--- src/verilog/nts_api_pkg.sv ---
/* Register bus widths, bank codes, address map and identity words
   for the engine identity bank and the debug bank */
`default_nettype none

package nts_api_pkg;

  // --------------------
  // Bus geometry
  localparam int API_ADDR_W = 12;
  localparam int API_DATA_W = 32;
  localparam int BANK_W     = 4;   // Upper address bits
  localparam int OFFSET_W   = 8;   // Lower address bits

  // --------------------
  // Bank codes
  localparam logic [BANK_W-1:0] BANK_ENGINE = 4'd0;
  localparam logic [BANK_W-1:0] BANK_DEBUG  = 4'd1;

  // --------------------
  // Engine identity bank
  localparam logic [OFFSET_W-1:0] ADDR_NAME0   = 8'h00;
  localparam logic [OFFSET_W-1:0] ADDR_NAME1   = 8'h01;
  localparam logic [OFFSET_W-1:0] ADDR_VERSION = 8'h02;
  localparam logic [OFFSET_W-1:0] ADDR_CTRL    = 8'h08;

  localparam logic [API_DATA_W-1:0] CORE_NAME0   = 32'h4e54_535f; // "NTS_"
  localparam logic [API_DATA_W-1:0] CORE_NAME1   = 32'h454e_474e; // "ENGN"
  localparam logic [API_DATA_W-1:0] CORE_VERSION = 32'h302e_3033; // "0.03"
  localparam logic [API_DATA_W-1:0] CTRL_VALUE   = 32'h0000_0001;

  // --------------------
  // Debug bank
  localparam logic [API_DATA_W-1:0] DEBUG_NAME = 32'h4442_5547; // "DBUG"

  localparam logic [OFFSET_W-1:0] ADDR_DEBUG_NAME    = 8'h08;
  localparam logic [OFFSET_W-1:0] ADDR_DEBUG_SYSTICK = 8'h09;

  localparam logic [API_DATA_W-1:0] SYSTICK_RESET = 32'h0000_0001;

endpackage

`default_nettype wire

--- src/verilog/nts_stats_pkg.sv ---
/* Event counter indices, counter address table and the 64-bit
   counter value seen as one word or as two halves */
`default_nettype none

package nts_stats_pkg;

  localparam int NUM_COUNTERS = 6;
  localparam int COUNT_W      = 64;

  // --------------------
  // Counter indices in event vector bit order
  localparam int CNT_PROCESSED    = 0;
  localparam int CNT_BAD_COOKIE   = 1;
  localparam int CNT_BAD_AUTH     = 2;
  localparam int CNT_BAD_KEYID    = 3;
  localparam int CNT_ERROR_CRYPTO = 4;
  localparam int CNT_ERROR_TXBUF  = 5;

  // Upper-word offset per counter with the lower word one above
  localparam logic [NUM_COUNTERS-1:0][nts_api_pkg::OFFSET_W-1:0] COUNTER_BASE = {
    8'h22,  // CNT_ERROR_TXBUF
    8'h20,  // CNT_ERROR_CRYPTO
    8'h06,  // CNT_BAD_KEYID
    8'h04,  // CNT_BAD_AUTH
    8'h02,  // CNT_BAD_COOKIE
    8'h00   // CNT_PROCESSED
  };

  // Counted as one word, read back as two bus words
  typedef union packed {
    logic [COUNT_W-1:0] word;
    struct packed {
      logic [COUNT_W/2-1:0] upper;
      logic [COUNT_W/2-1:0] lower;
    } half;
  } nts_count_u;

endpackage

`default_nettype wire

--- src/verilog/nts_api_if.sv ---
/* Internal register bus from the bus decoder to the debug bank */
`timescale 1ns/1ps
`default_nettype none

interface nts_api_if;

  logic                                cs;         // Debug bank selected
  logic                                we;
  logic [nts_api_pkg::OFFSET_W-1:0]    address;    // Offset within the bank
  logic [nts_api_pkg::API_DATA_W-1:0]  read_data;  // Combinational

  modport decoder (
    output cs,
    output we,
    output address,
    input  read_data
  );

  modport bank (
    input  cs,
    input  we,
    input  address,
    output read_data
  );

endinterface

`default_nettype wire

--- src/verilog/nts_counter_if.sv ---
/* Link between one event counter and the debug bank readout */
`timescale 1ns/1ps
`default_nettype none

interface nts_counter_if;

  logic                                          snapshot;  // Upper word read this cycle
  nts_stats_pkg::nts_count_u                     count;     // Live count
  logic [nts_stats_pkg::COUNT_W/2-1:0]           lsb_held;  // Lower half at last snapshot

  // Counter side
  modport counter (
    input  snapshot,
    output count,
    output lsb_held
  );

  // Readout side
  modport reader (
    output snapshot,
    input  count,
    input  lsb_held
  );

endinterface

`default_nettype wire

--- src/verilog/nts_event_counter.sv ---
/* 64-bit event counter with a held copy of its lower half */
`timescale 1ns/1ps
`default_nettype none

module nts_event_counter (
  input  wire             i_clk,
  input  wire             i_areset,
  input  wire             i_inc,     // Single-cycle event pulse
  nts_counter_if.counter  o_cnt
);

  nts_stats_pkg::nts_count_u                count_reg;
  logic [nts_stats_pkg::COUNT_W/2-1:0]      lsb_reg;

  // --------------------
  // Count and lower-half capture
  always_ff @(posedge i_clk or posedge i_areset)
  begin
    if (i_areset)
    begin
      count_reg.word <= '0;
      lsb_reg        <= '0;
    end
    else
    begin
      if (i_inc)
      begin
        count_reg.word <= count_reg.word + 1'b1;  // Carry crosses the halves
      end

      // Value seen by the upper-word read, before this edge's increment
      if (o_cnt.snapshot)
      begin
        lsb_reg <= count_reg.half.lower;
      end
    end
  end

  assign o_cnt.count    = count_reg;
  assign o_cnt.lsb_held = lsb_reg;

endmodule

`default_nettype wire

--- src/verilog/nts_debug_regs.sv ---
/* Debug bank with six event counters, a free-running tick counter
   and the read multiplexer for the bank */
`timescale 1ns/1ps
`default_nettype none

module nts_debug_regs (
  input  wire                                       i_clk,
  input  wire                                       i_areset,
  input  wire [nts_stats_pkg::NUM_COUNTERS-1:0]     i_events,
  nts_api_if.bank                                   i_bus
);

  localparam int N  = nts_stats_pkg::NUM_COUNTERS;
  localparam int DW = nts_api_pkg::API_DATA_W;

  logic                  bus_read;
  logic [N-1:0]          hit_upper;     // Upper-word offset addressed
  logic [N-1:0]          hit_lower;     // Lower-word offset addressed
  logic [N-1:0][DW-1:0]  upper_word;
  logic [N-1:0][DW-1:0]  held_word;
  logic [DW-1:0]         systick_reg;
  logic [DW-1:0]         read_data;

  assign bus_read = i_bus.cs && !i_bus.we;  // Writes are ignored

  // --------------------
  // Counter array
  nts_counter_if cnt_if [N] ();

  for (genvar g = 0; g < N; g++)
  begin : gen_counter
    localparam logic [nts_api_pkg::OFFSET_W-1:0] UPPER_OFFSET =
      nts_stats_pkg::COUNTER_BASE[g];
    localparam logic [nts_api_pkg::OFFSET_W-1:0] LOWER_OFFSET = UPPER_OFFSET + 8'd1;

    assign hit_upper[g] = bus_read && (i_bus.address == UPPER_OFFSET);
    assign hit_lower[g] = bus_read && (i_bus.address == LOWER_OFFSET);

    assign cnt_if[g].snapshot = hit_upper[g];  // Freeze lower half for the next read
    assign upper_word[g]      = cnt_if[g].count.half.upper;
    assign held_word[g]       = cnt_if[g].lsb_held;

    nts_event_counter counter_inst (
      .i_clk    (i_clk),
      .i_areset (i_areset),
      .i_inc    (i_events[g]),
      .o_cnt    (cnt_if[g])
    );
  end

  // --------------------
  // Tick counter
  always_ff @(posedge i_clk or posedge i_areset)
  begin
    if (i_areset)
    begin
      systick_reg <= nts_api_pkg::SYSTICK_RESET;
    end
    else
    begin
      systick_reg <= systick_reg + 1'b1;  // Wraps silently
    end
  end

  // --------------------
  // Read multiplexer
  always_comb
  begin
    read_data = '0;
    if (bus_read)
    begin
      case (i_bus.address)
        nts_api_pkg::ADDR_DEBUG_NAME:    read_data = nts_api_pkg::DEBUG_NAME;
        nts_api_pkg::ADDR_DEBUG_SYSTICK: read_data = systick_reg;
        default:                         read_data = '0;
      endcase

      // Counter offsets never overlap the name and tick words
      for (int i = 0; i < N; i++)
      begin
        if (hit_upper[i])
        begin
          read_data = upper_word[i];
        end
        if (hit_lower[i])
        begin
          read_data = held_word[i];
        end
      end
    end
  end

  assign i_bus.read_data = read_data;

endmodule

`default_nettype wire

--- src/verilog/nts_api.sv ---
/* Register bus decoder with the engine identity bank and the
   bank read data select */
`timescale 1ns/1ps
`default_nettype none

module nts_api (
  input  wire                                 i_api_cs,
  input  wire                                 i_api_we,
  input  wire [nts_api_pkg::API_ADDR_W-1:0]   i_api_address,
  output wire [nts_api_pkg::API_DATA_W-1:0]   o_api_read_data,
  nts_api_if.decoder                          o_debug
);

  logic [nts_api_pkg::BANK_W-1:0]      bank;
  logic [nts_api_pkg::OFFSET_W-1:0]    offset;
  logic                                engine_read;
  logic [nts_api_pkg::API_DATA_W-1:0]  engine_data;
  logic [nts_api_pkg::API_DATA_W-1:0]  read_data;

  // --------------------
  // Address split
  assign bank   = i_api_address[nts_api_pkg::API_ADDR_W-1 -: nts_api_pkg::BANK_W];
  assign offset = i_api_address[nts_api_pkg::OFFSET_W-1:0];

  assign o_debug.cs      = i_api_cs && (bank == nts_api_pkg::BANK_DEBUG);
  assign o_debug.we      = i_api_we;
  assign o_debug.address = offset;

  // --------------------
  // Engine identity bank, read only
  assign engine_read = i_api_cs && !i_api_we && (bank == nts_api_pkg::BANK_ENGINE);

  always_comb
  begin
    engine_data = '0;
    if (engine_read)
    begin
      case (offset)
        nts_api_pkg::ADDR_NAME0:   engine_data = nts_api_pkg::CORE_NAME0;
        nts_api_pkg::ADDR_NAME1:   engine_data = nts_api_pkg::CORE_NAME1;
        nts_api_pkg::ADDR_VERSION: engine_data = nts_api_pkg::CORE_VERSION;
        nts_api_pkg::ADDR_CTRL:    engine_data = nts_api_pkg::CTRL_VALUE;  // Always 1
        default:                   engine_data = '0;
      endcase
    end
  end

  // --------------------
  // Bank select
  always_comb
  begin
    case (bank)
      nts_api_pkg::BANK_ENGINE: read_data = engine_data;
      nts_api_pkg::BANK_DEBUG:  read_data = o_debug.read_data;  // Already gated by cs
      default:                  read_data = '0;                 // Unmapped bank
    endcase
  end

  assign o_api_read_data = read_data;

endmodule

`default_nettype wire

--- src/verilog/nts_engine.sv ---
/* Top level of the statistics and register access engine */
`timescale 1ns/1ps
`default_nettype none

module nts_engine (
  input  wire                                    i_clk,
  input  wire                                    i_areset,    // Async, active high

  // Register bus
  input  wire                                    i_api_cs,
  input  wire                                    i_api_we,
  input  wire [nts_api_pkg::API_ADDR_W-1:0]      i_api_address,
  output wire [nts_api_pkg::API_DATA_W-1:0]      o_api_read_data,

  // Event pulses in counter index order
  input  wire [nts_stats_pkg::NUM_COUNTERS-1:0]  i_events
);

  // --------------------
  // Decoder to debug bank
  nts_api_if api_bus ();

  nts_api api_inst (
    .i_api_cs        (i_api_cs),
    .i_api_we        (i_api_we),
    .i_api_address   (i_api_address),
    .o_api_read_data (o_api_read_data),
    .o_debug         (api_bus)
  );

  // --------------------
  // Counters and tick
  nts_debug_regs debug_regs_inst (
    .i_clk    (i_clk),
    .i_areset (i_areset),
    .i_events (i_events),
    .i_bus    (api_bus)
  );

endmodule

`default_nettype wire

--- config.mk ---
export PLATFORM = sky130hd
export DESIGN_NAME = nts_engine
export DESIGN_NICKNAME = d
export VERILOG_FILES = /design/src/verilog/nts_api_pkg.sv /design/src/verilog/nts_stats_pkg.sv /design/src/verilog/nts_api_if.sv /design/src/verilog/nts_counter_if.sv /design/src/verilog/nts_event_counter.sv /design/src/verilog/nts_debug_regs.sv /design/src/verilog/nts_api.sv /design/src/verilog/nts_engine.sv
export SDC_FILE = /design/constraint.sdc
export NUM_CORES = 2
export LEC_CHECK = 0
export BUFFER_PORTS_ARGS = -buffer_cell sky130_fd_sc_hd__clkbuf_2
export CORE_MARGIN = 2
export CORE_UTILIZATION = 35
export CTS_BUF_LIST = sky130_fd_sc_hd__clkbuf_16
export DETAILED_ROUTE_END_ITERATION = 10
export GPL_ROUTABILITY_DRIVEN = 0
export MAX_ROUTING_LAYER = met4
export SYNTH_ARGS = -nofsm -noshare
export SYNTH_HDL_FRONTEND = slang
export SYNTH_SLANG_ARGS = --single-unit
--- constraint.sdc ---
create_clock -name i_clk -period 24.4 [get_ports i_clk]
set_clock_uncertainty 0.2 [all_clocks]
set_input_delay 2.44 -clock i_clk [delete_from_list [all_inputs] [get_ports i_clk]]
set_output_delay 2.44 -clock i_clk [all_outputs]
set_load 0.01 [all_outputs]
== After elaboration in Yosys (flattened, before gate mapping) ==
Cells that the tools add are included.

* Flip-flop bits (word level): 608
* Input port bits: 22
* Word-level logic and storage cells: 70

* Add/subtract/negate cells: 7
* Equality and inequality tests: 14
* Muxes and demuxes: 17
* Reduce and logical (&&, ||, !) cells: 19

{| class="wikitable"
|+ Operators by type and width
! cell !! number
|-
| $mux 32 || 14
|-
| $add 64x1->64 const B || 6
|-
| $pmux 32 s2 || 2
|-
| $pmux 31 s4 || 1
|-
| $add 32x1->32 const B || 1
|-
| $eq 8x3->1 const B || 4
|-
| $eq 8x6->1 const B || 4
|-
| $eq 8x2->1 const B || 2
|-
| $eq 8x4->1 const B || 2
|-
| $logic_and 1x1->1 || 16
|-
| $eq 8x1->1 const B || 1
|-
| $logic_not 8->1 || 1
|-
| $eq 4x1->1 const B || 1
|-
| $logic_not 4->1 || 1
|-
| $logic_not 1->1 || 1
|}

== Longest topological paths before layout ==
* Depth in word-level cells: 18
* Mapped depth: 10
* Mapped depth without buffers: 7

== Hierarchy ==
A second synthesis with hierarchy kept.

* Cell total of the unflattened synthesis: 3042
* Area total of the unflattened synthesis: 31973.2 um2

{| class="wikitable"
|+ Modules (own cells, without submodules)
! module !! instances !! cells an instance !! area an instance (um2) !! sequential area each (um2)
|-
| nts_event_counter || 6 || 361 || 4290.4 || 2402.3
|-
| nts_debug_regs || 1 || 784 || 5726.7 || 802.0
|-
| nts_api || 1 || 92 || 504.2 || 0.0
|}

== Worst setup path after synthesis ==
No wires, ideal clock.

* Path type: input port to output port
* Start: input i_api_address[11] (netlist bit)
* End: output o_api_read_data[3] (netlist bit)
* Arrival time: 4.221 ns
* Required time: 21.760 ns
* Slack: 17.539 ns
* Stages on the path: 9
* Buffers on the path: 3
* Cell sequence: or3_1 buf_2 buf_6 nor4_4 buf_6 o21ai_1 o221ai_1 o21ai_1 a32oi_1

* Cells in the longest elaborated chain, start to end: 18
* Elaborated cells between the ends (all ways): 32
* Those cells by class: 1 x eq/ne; 15 x mux; 16 x reduce/logical

{| class="wikitable"
|+ Ends and longest elaborated chain
! element !! line !! RTL
|-
| from (decl) || nts_engine.sv:12 || <nowiki>input wire [nts_api_pkg::API_ADDR_W-1:0] i_api_address,</nowiki>
|-
| $eq 4x1->1 || nts_api.sv:25, nts_api.sv:52 ||
|-
| $logic_and 1x1->1 || nts_api.sv:25 || <nowiki>assign o_debug.cs = i_api_cs && (bank == nts_api_pkg::BANK_DEBUG);</nowiki>
|-
| $logic_and 1x1->1 || nts_debug_regs.sv:24 || <nowiki>assign bus_read = i_bus.cs && !i_bus.we;</nowiki>
|-
| $logic_and 1x1->1 || nts_debug_regs.sv:36 || <nowiki>assign hit_upper[g] = bus_read && (i_bus.address == UPPER_OFFSET);</nowiki>
|-
| $mux 32 || nts_debug_regs.sv:81 || <nowiki>if (hit_upper[i])</nowiki>
|-
| $mux 32 || nts_debug_regs.sv:85 || <nowiki>if (hit_lower[i])</nowiki>
|-
| $mux 32 || nts_debug_regs.sv:81 ||
|-
| $mux 32 || nts_debug_regs.sv:85 ||
|-
| [2 not listed] || -- ||
|-
| $mux 32 || nts_debug_regs.sv:81 ||
|-
| $mux 32 || nts_debug_regs.sv:85 ||
|-
| $mux 32 || nts_debug_regs.sv:81 ||
|-
| $mux 32 || nts_debug_regs.sv:85 ||
|-
| $mux 32 || nts_debug_regs.sv:81 ||
|-
| $mux 32 || nts_debug_regs.sv:85 ||
|-
| $mux 32 || nts_debug_regs.sv:70 || <nowiki>if (bus_read)</nowiki>
|-
| $pmux 32 s2 * || nts_api.sv:52 || <nowiki>case (bank)</nowiki>
|-
| to (decl) || nts_engine.sv:13 || <nowiki>output wire [nts_api_pkg::API_DATA_W-1:0] o_api_read_data,</nowiki>
|}

Mark *: on every way between the ends. The rest lies on a longest branch, timed or not.

== Final worst setup path ==
* Start: input i_api_address[0] (netlist bit)
* End: output o_api_read_data[11] (netlist bit)

* Cells in the longest elaborated chain, start to end: 16
* Elaborated cells between the ends (all ways): 41
* Those cells by class: 13 x eq/ne; 15 x mux; 13 x reduce/logical

{| class="wikitable"
|+ Ends and longest elaborated chain
! element !! line
|-
| $eq 8x4->1 / $logic_not 8->1 (equally long branches) || nts_debug_regs.sv:72, nts_debug_regs.sv:36
|-
| $pmux 32 s2 / $logic_and 1x1->1 (equally long branches) || nts_debug_regs.sv:72, nts_debug_regs.sv:36
|-
| $mux 32 || nts_debug_regs.sv:81
|-
| $mux 32 || nts_debug_regs.sv:85
|-
| $mux 32 || nts_debug_regs.sv:81
|-
| $mux 32 || nts_debug_regs.sv:85
|-
| $mux 32 || nts_debug_regs.sv:81
|-
| $mux 32 || nts_debug_regs.sv:85
|-
| $mux 32 || nts_debug_regs.sv:81
|-
| $mux 32 || nts_debug_regs.sv:85
|-
| $mux 32 || nts_debug_regs.sv:81
|-
| $mux 32 || nts_debug_regs.sv:85
|-
| $mux 32 || nts_debug_regs.sv:81
|-
| $mux 32 * || nts_debug_regs.sv:85
|-
| $mux 32 * || nts_debug_regs.sv:70
|-
| $pmux 32 s2 * || nts_api.sv:52
|}

Marked as above.

==> impl_metrics.toml <==
[synth]
yosys_most_used_dff = "dfrtp_1"
yosys_warnings = 0
synth_commonest_cells = "dfrtp_1 (607), nand2_1 (322), xnor2_1 (289)"
syn-cell-area_um2 = 30300
yosys.area_share.adder_pct = 0.289
synth_mux_area_share_pct = 6.90
synth_top_area_share_pct = 50.2
synth_top_family_by_area = "simple AND/OR/NAND/NOR gates"
syn_nets = 2898
ys_types = 87
synthXorXnorAreaFrac_pct = 11.8
synth_compound_area_share_pct = 9.08
synth_edf_count = 0
yosys.area_share.simple_pct = 19.1
ys_seq_area_share_pct = 50.3
postSynthAreaPerCell_um2 = 10.6
synth_top_cell_by_area = "dfrtp_1"
synthCells = 2869
ys_seq_elements = 608
netlist_top_cells_area = "dfrtp_1 (50%), xnor2_1 (8.4%), mux2_2 (6.3%), nand2_1 (4.0%), xor2_1 (3.4%)"
ys_async_sr_fraction_pct = 100
yosysMostFrequentCell = "dfrtp_1"

[final_layout]
instances_no_fill = 4096
final_nets = 2926
drive_gt1_share_pct = 14.5
multi_input_area_um2 = 14300
syn_to_final_growth_pct = 11.5
n_fill_cell = 8527
largest_reg_flops = 384
seq_area_um2 = 15200

[setup_path]
required_ns = 21.76
path_buf_inv = 5
slowest_delay_ns = 0.74
cp_common_cell = "buf_4"
path_class = "input port to output pin"
critical_path.top_delay_family = "buffers and inverters"
worst-r2r-setup-slack_ns = 21.37
cp-start-kind = "input port"
arrival_ns = 6.53
path_max_fanout = 68
path_cells = "buf_4 -> buf_4 -> buf_4 -> nand2b_1 -> nor2_1 -> buf_4 -> a222oi_1 -> o211a_1 -> o21ai_0 -> clkbuf_2"
slowest_stage = "nand2b_1"
worst_setup_path_end_kind = "output pin"

[clocking]
cts_buffer_depth = 3
cts_tree = "yes"
clk_pin_slew_worst_paths_ns = 0.06
h-tree-depth = 3
cts_buffers = 68
cts_setup_buffers = 0
cts-root-buf = "clkbuf_16"
clock_sinks = 608
cts_resized = 0
insertion_delay_ns = 0.62
postCtsHoldBufs = 0

[floorplan]
die_width_um = 298
fp.dieH_um = 298
initial_core_util_pct = 35.4
coreArea_um2 = 85400
rows = 107
pin_count = 54
die-area_um2 = 88900

[place]
port_buffers = 53
dp.cells = 3971
dpl_worst_slack_ns = 15.48
hpwl_mm = 70.4

[drt]
wire_per_inst_um = 23.4
wirelength_mm = 96.0
detail-route-antenna-nets = 0
via_per_inst = 5.73
drt_iter0_markers = 3316
drt_pass1_iterations = 9
drc = 0
vias = 23500

[power]
design_power_total_w = 0.00218
powerDensity_nw_per_um2 = 64.6
power.internal_w = 0.00162
pwr-share-comb_pct = 5.6
p_seq_share_pct = 50.1
power.switching_w = 0.000557
p_leak_nw = 15.1
swShare_pct = 25.6
power_frac_clock_pct = 44.3
irDropWorstVdd_mv = 0.0487

[timing]
finalSetupViolCount = 0
max_slew.worst_pin.slew_ns = 1.06
timing.final.crit_share_pct = 37.6
hold_ws_ns = 0.276
slew_violations = 0
hold_violations = 0
fin_crit_ns = 9.17
finalSetupTns_ns = 0
rsz0062_at_grt = "no"
relSlewSlack_pct = 29.0
timing.final.ws_setup_ns = 15.23
clock.fmax_mhz = 109

[grt]
overflow = 0
first_global_vias = 22400
antenna_found_initial = 2
grt_usage_pct = 22.1
grt_pass1_wl_mm = 146
grt_start_max_net_pins = 167

[outcome]
status = "finished, final reports clean"

[flow_run]
drv_cap = 0

[min_path]
min_path_type = "register to register"
placed cells by master, fill, tap and decap left out, types with 10 or more instances in the layout:
master     count
a211oi_1      25
a21o_1        14
a21oi_1       87
a221oi_1      18
a22oi_1       17
a32oi_1       13
and2_1        14
and3_1        83
and4_1        35
buf_4         36
clkbuf_16     68
clkbuf_2      51
clkinv_1      17
clkinv_2      10
dfrtp_1      607
inv_1         54
mux2_2       170
mux2i_1       13
nand2_1      322
nand2b_1      10
nand3_1      165
nand4_1      124
nor2_1       153
nor2b_1       13
nor3_1        36
nor3_2        14
nor4_1        13
o211ai_1      12
o21ai_0      100
o21ai_1       10
o221ai_1      14
o22ai_1       24
xnor2_1      289
xor2_1       119
power by group through the flow:
stage,sequential [W],clock [W],combinational (W)
floorplan,0.00110,0,0.0000951
global placement,0.00111,0,0.000119
detailed placement,0.00111,0,0.000122
CTS,0.00109,0.000987,0.000123
global route,0.00110,0.00103,0.000136
finish,0.00109,0.000966,0.000122
final timing paths:
path / from / end / depth (start not counted)
max in group asynchronous: i_areset / asynchronous set/reset pin / 5
worst max-delay path: i_api_address[0] / o_api_read_data[11] / 10
worst min register to register: register / register / 1
min in group asynchronous: i_areset / asynchronous set/reset pin / 2
worst max register to register: register / register / 7
worst min-delay path: register / register / 1
worst register-to-register path: cells and delay by family (launching register included):
| kind | cells | cell delay, ns |
|---|---|---|
| AND/OR/NAND/NOR | 5 | 1.89 |
| flip-flops | 1 | 0.43 |
| adder cells (fa/ha/maj) | 1 | 0.20 |
| XOR/XNOR | 1 | 0.17 |
layer usage:
metal  track usage [%]  wire length [um]  share of wire (%)  vias to the layer above
li1                  -                 -                  -                    10300
met1              30.6             41600                 43                    11700
met2              30.3             39800                 41                     1134
met3              5.68             10100                 10                      280
met4              9.46              4530                4.7                        0
met5                 -                 0                  0                        -
final cells by class:
| type | instances | share of cell area (%) |
|---|---|---|
| multi-input cells | 2091 | 42.4 |
| flip-flops and latches | 608 | 45.1 |
| repair buffers | 88 | 1.62 |
| clock buffers | 68 | 5.04 |
| well taps | 1144 | 4.24 |
| diodes | 2 | 0.0148 |
| clock inverters | 55 | 1.11 |
| inverters | 40 | 0.467 |
stage by stage:
stage | cell area (um^2) | utilization [%]
3_5_place_dp | 31700 | 37.1
2_1_floorplan | 30300 | -
5_1_grt | 33800 | 39.5
6_report | 33800 | 39.5
4_1_cts | 33800 | 39.5
3_3_place_gp | 31700 | 37.1
kinds of logic after synthesis:
| family | after synthesis |
|---|---|
| multiplexers | 185 |
| AND/OR/NAND/NOR | 1076 |
| flip-flops | 608 |
| buffers and inverters | 170 |
| adder cells (fa/ha/maj) | 7 |
| XOR/XNOR | 408 |
| AO/OA/AOI/OAI | 415 |
No activity file was read; power rests on OpenSTA's default activity.
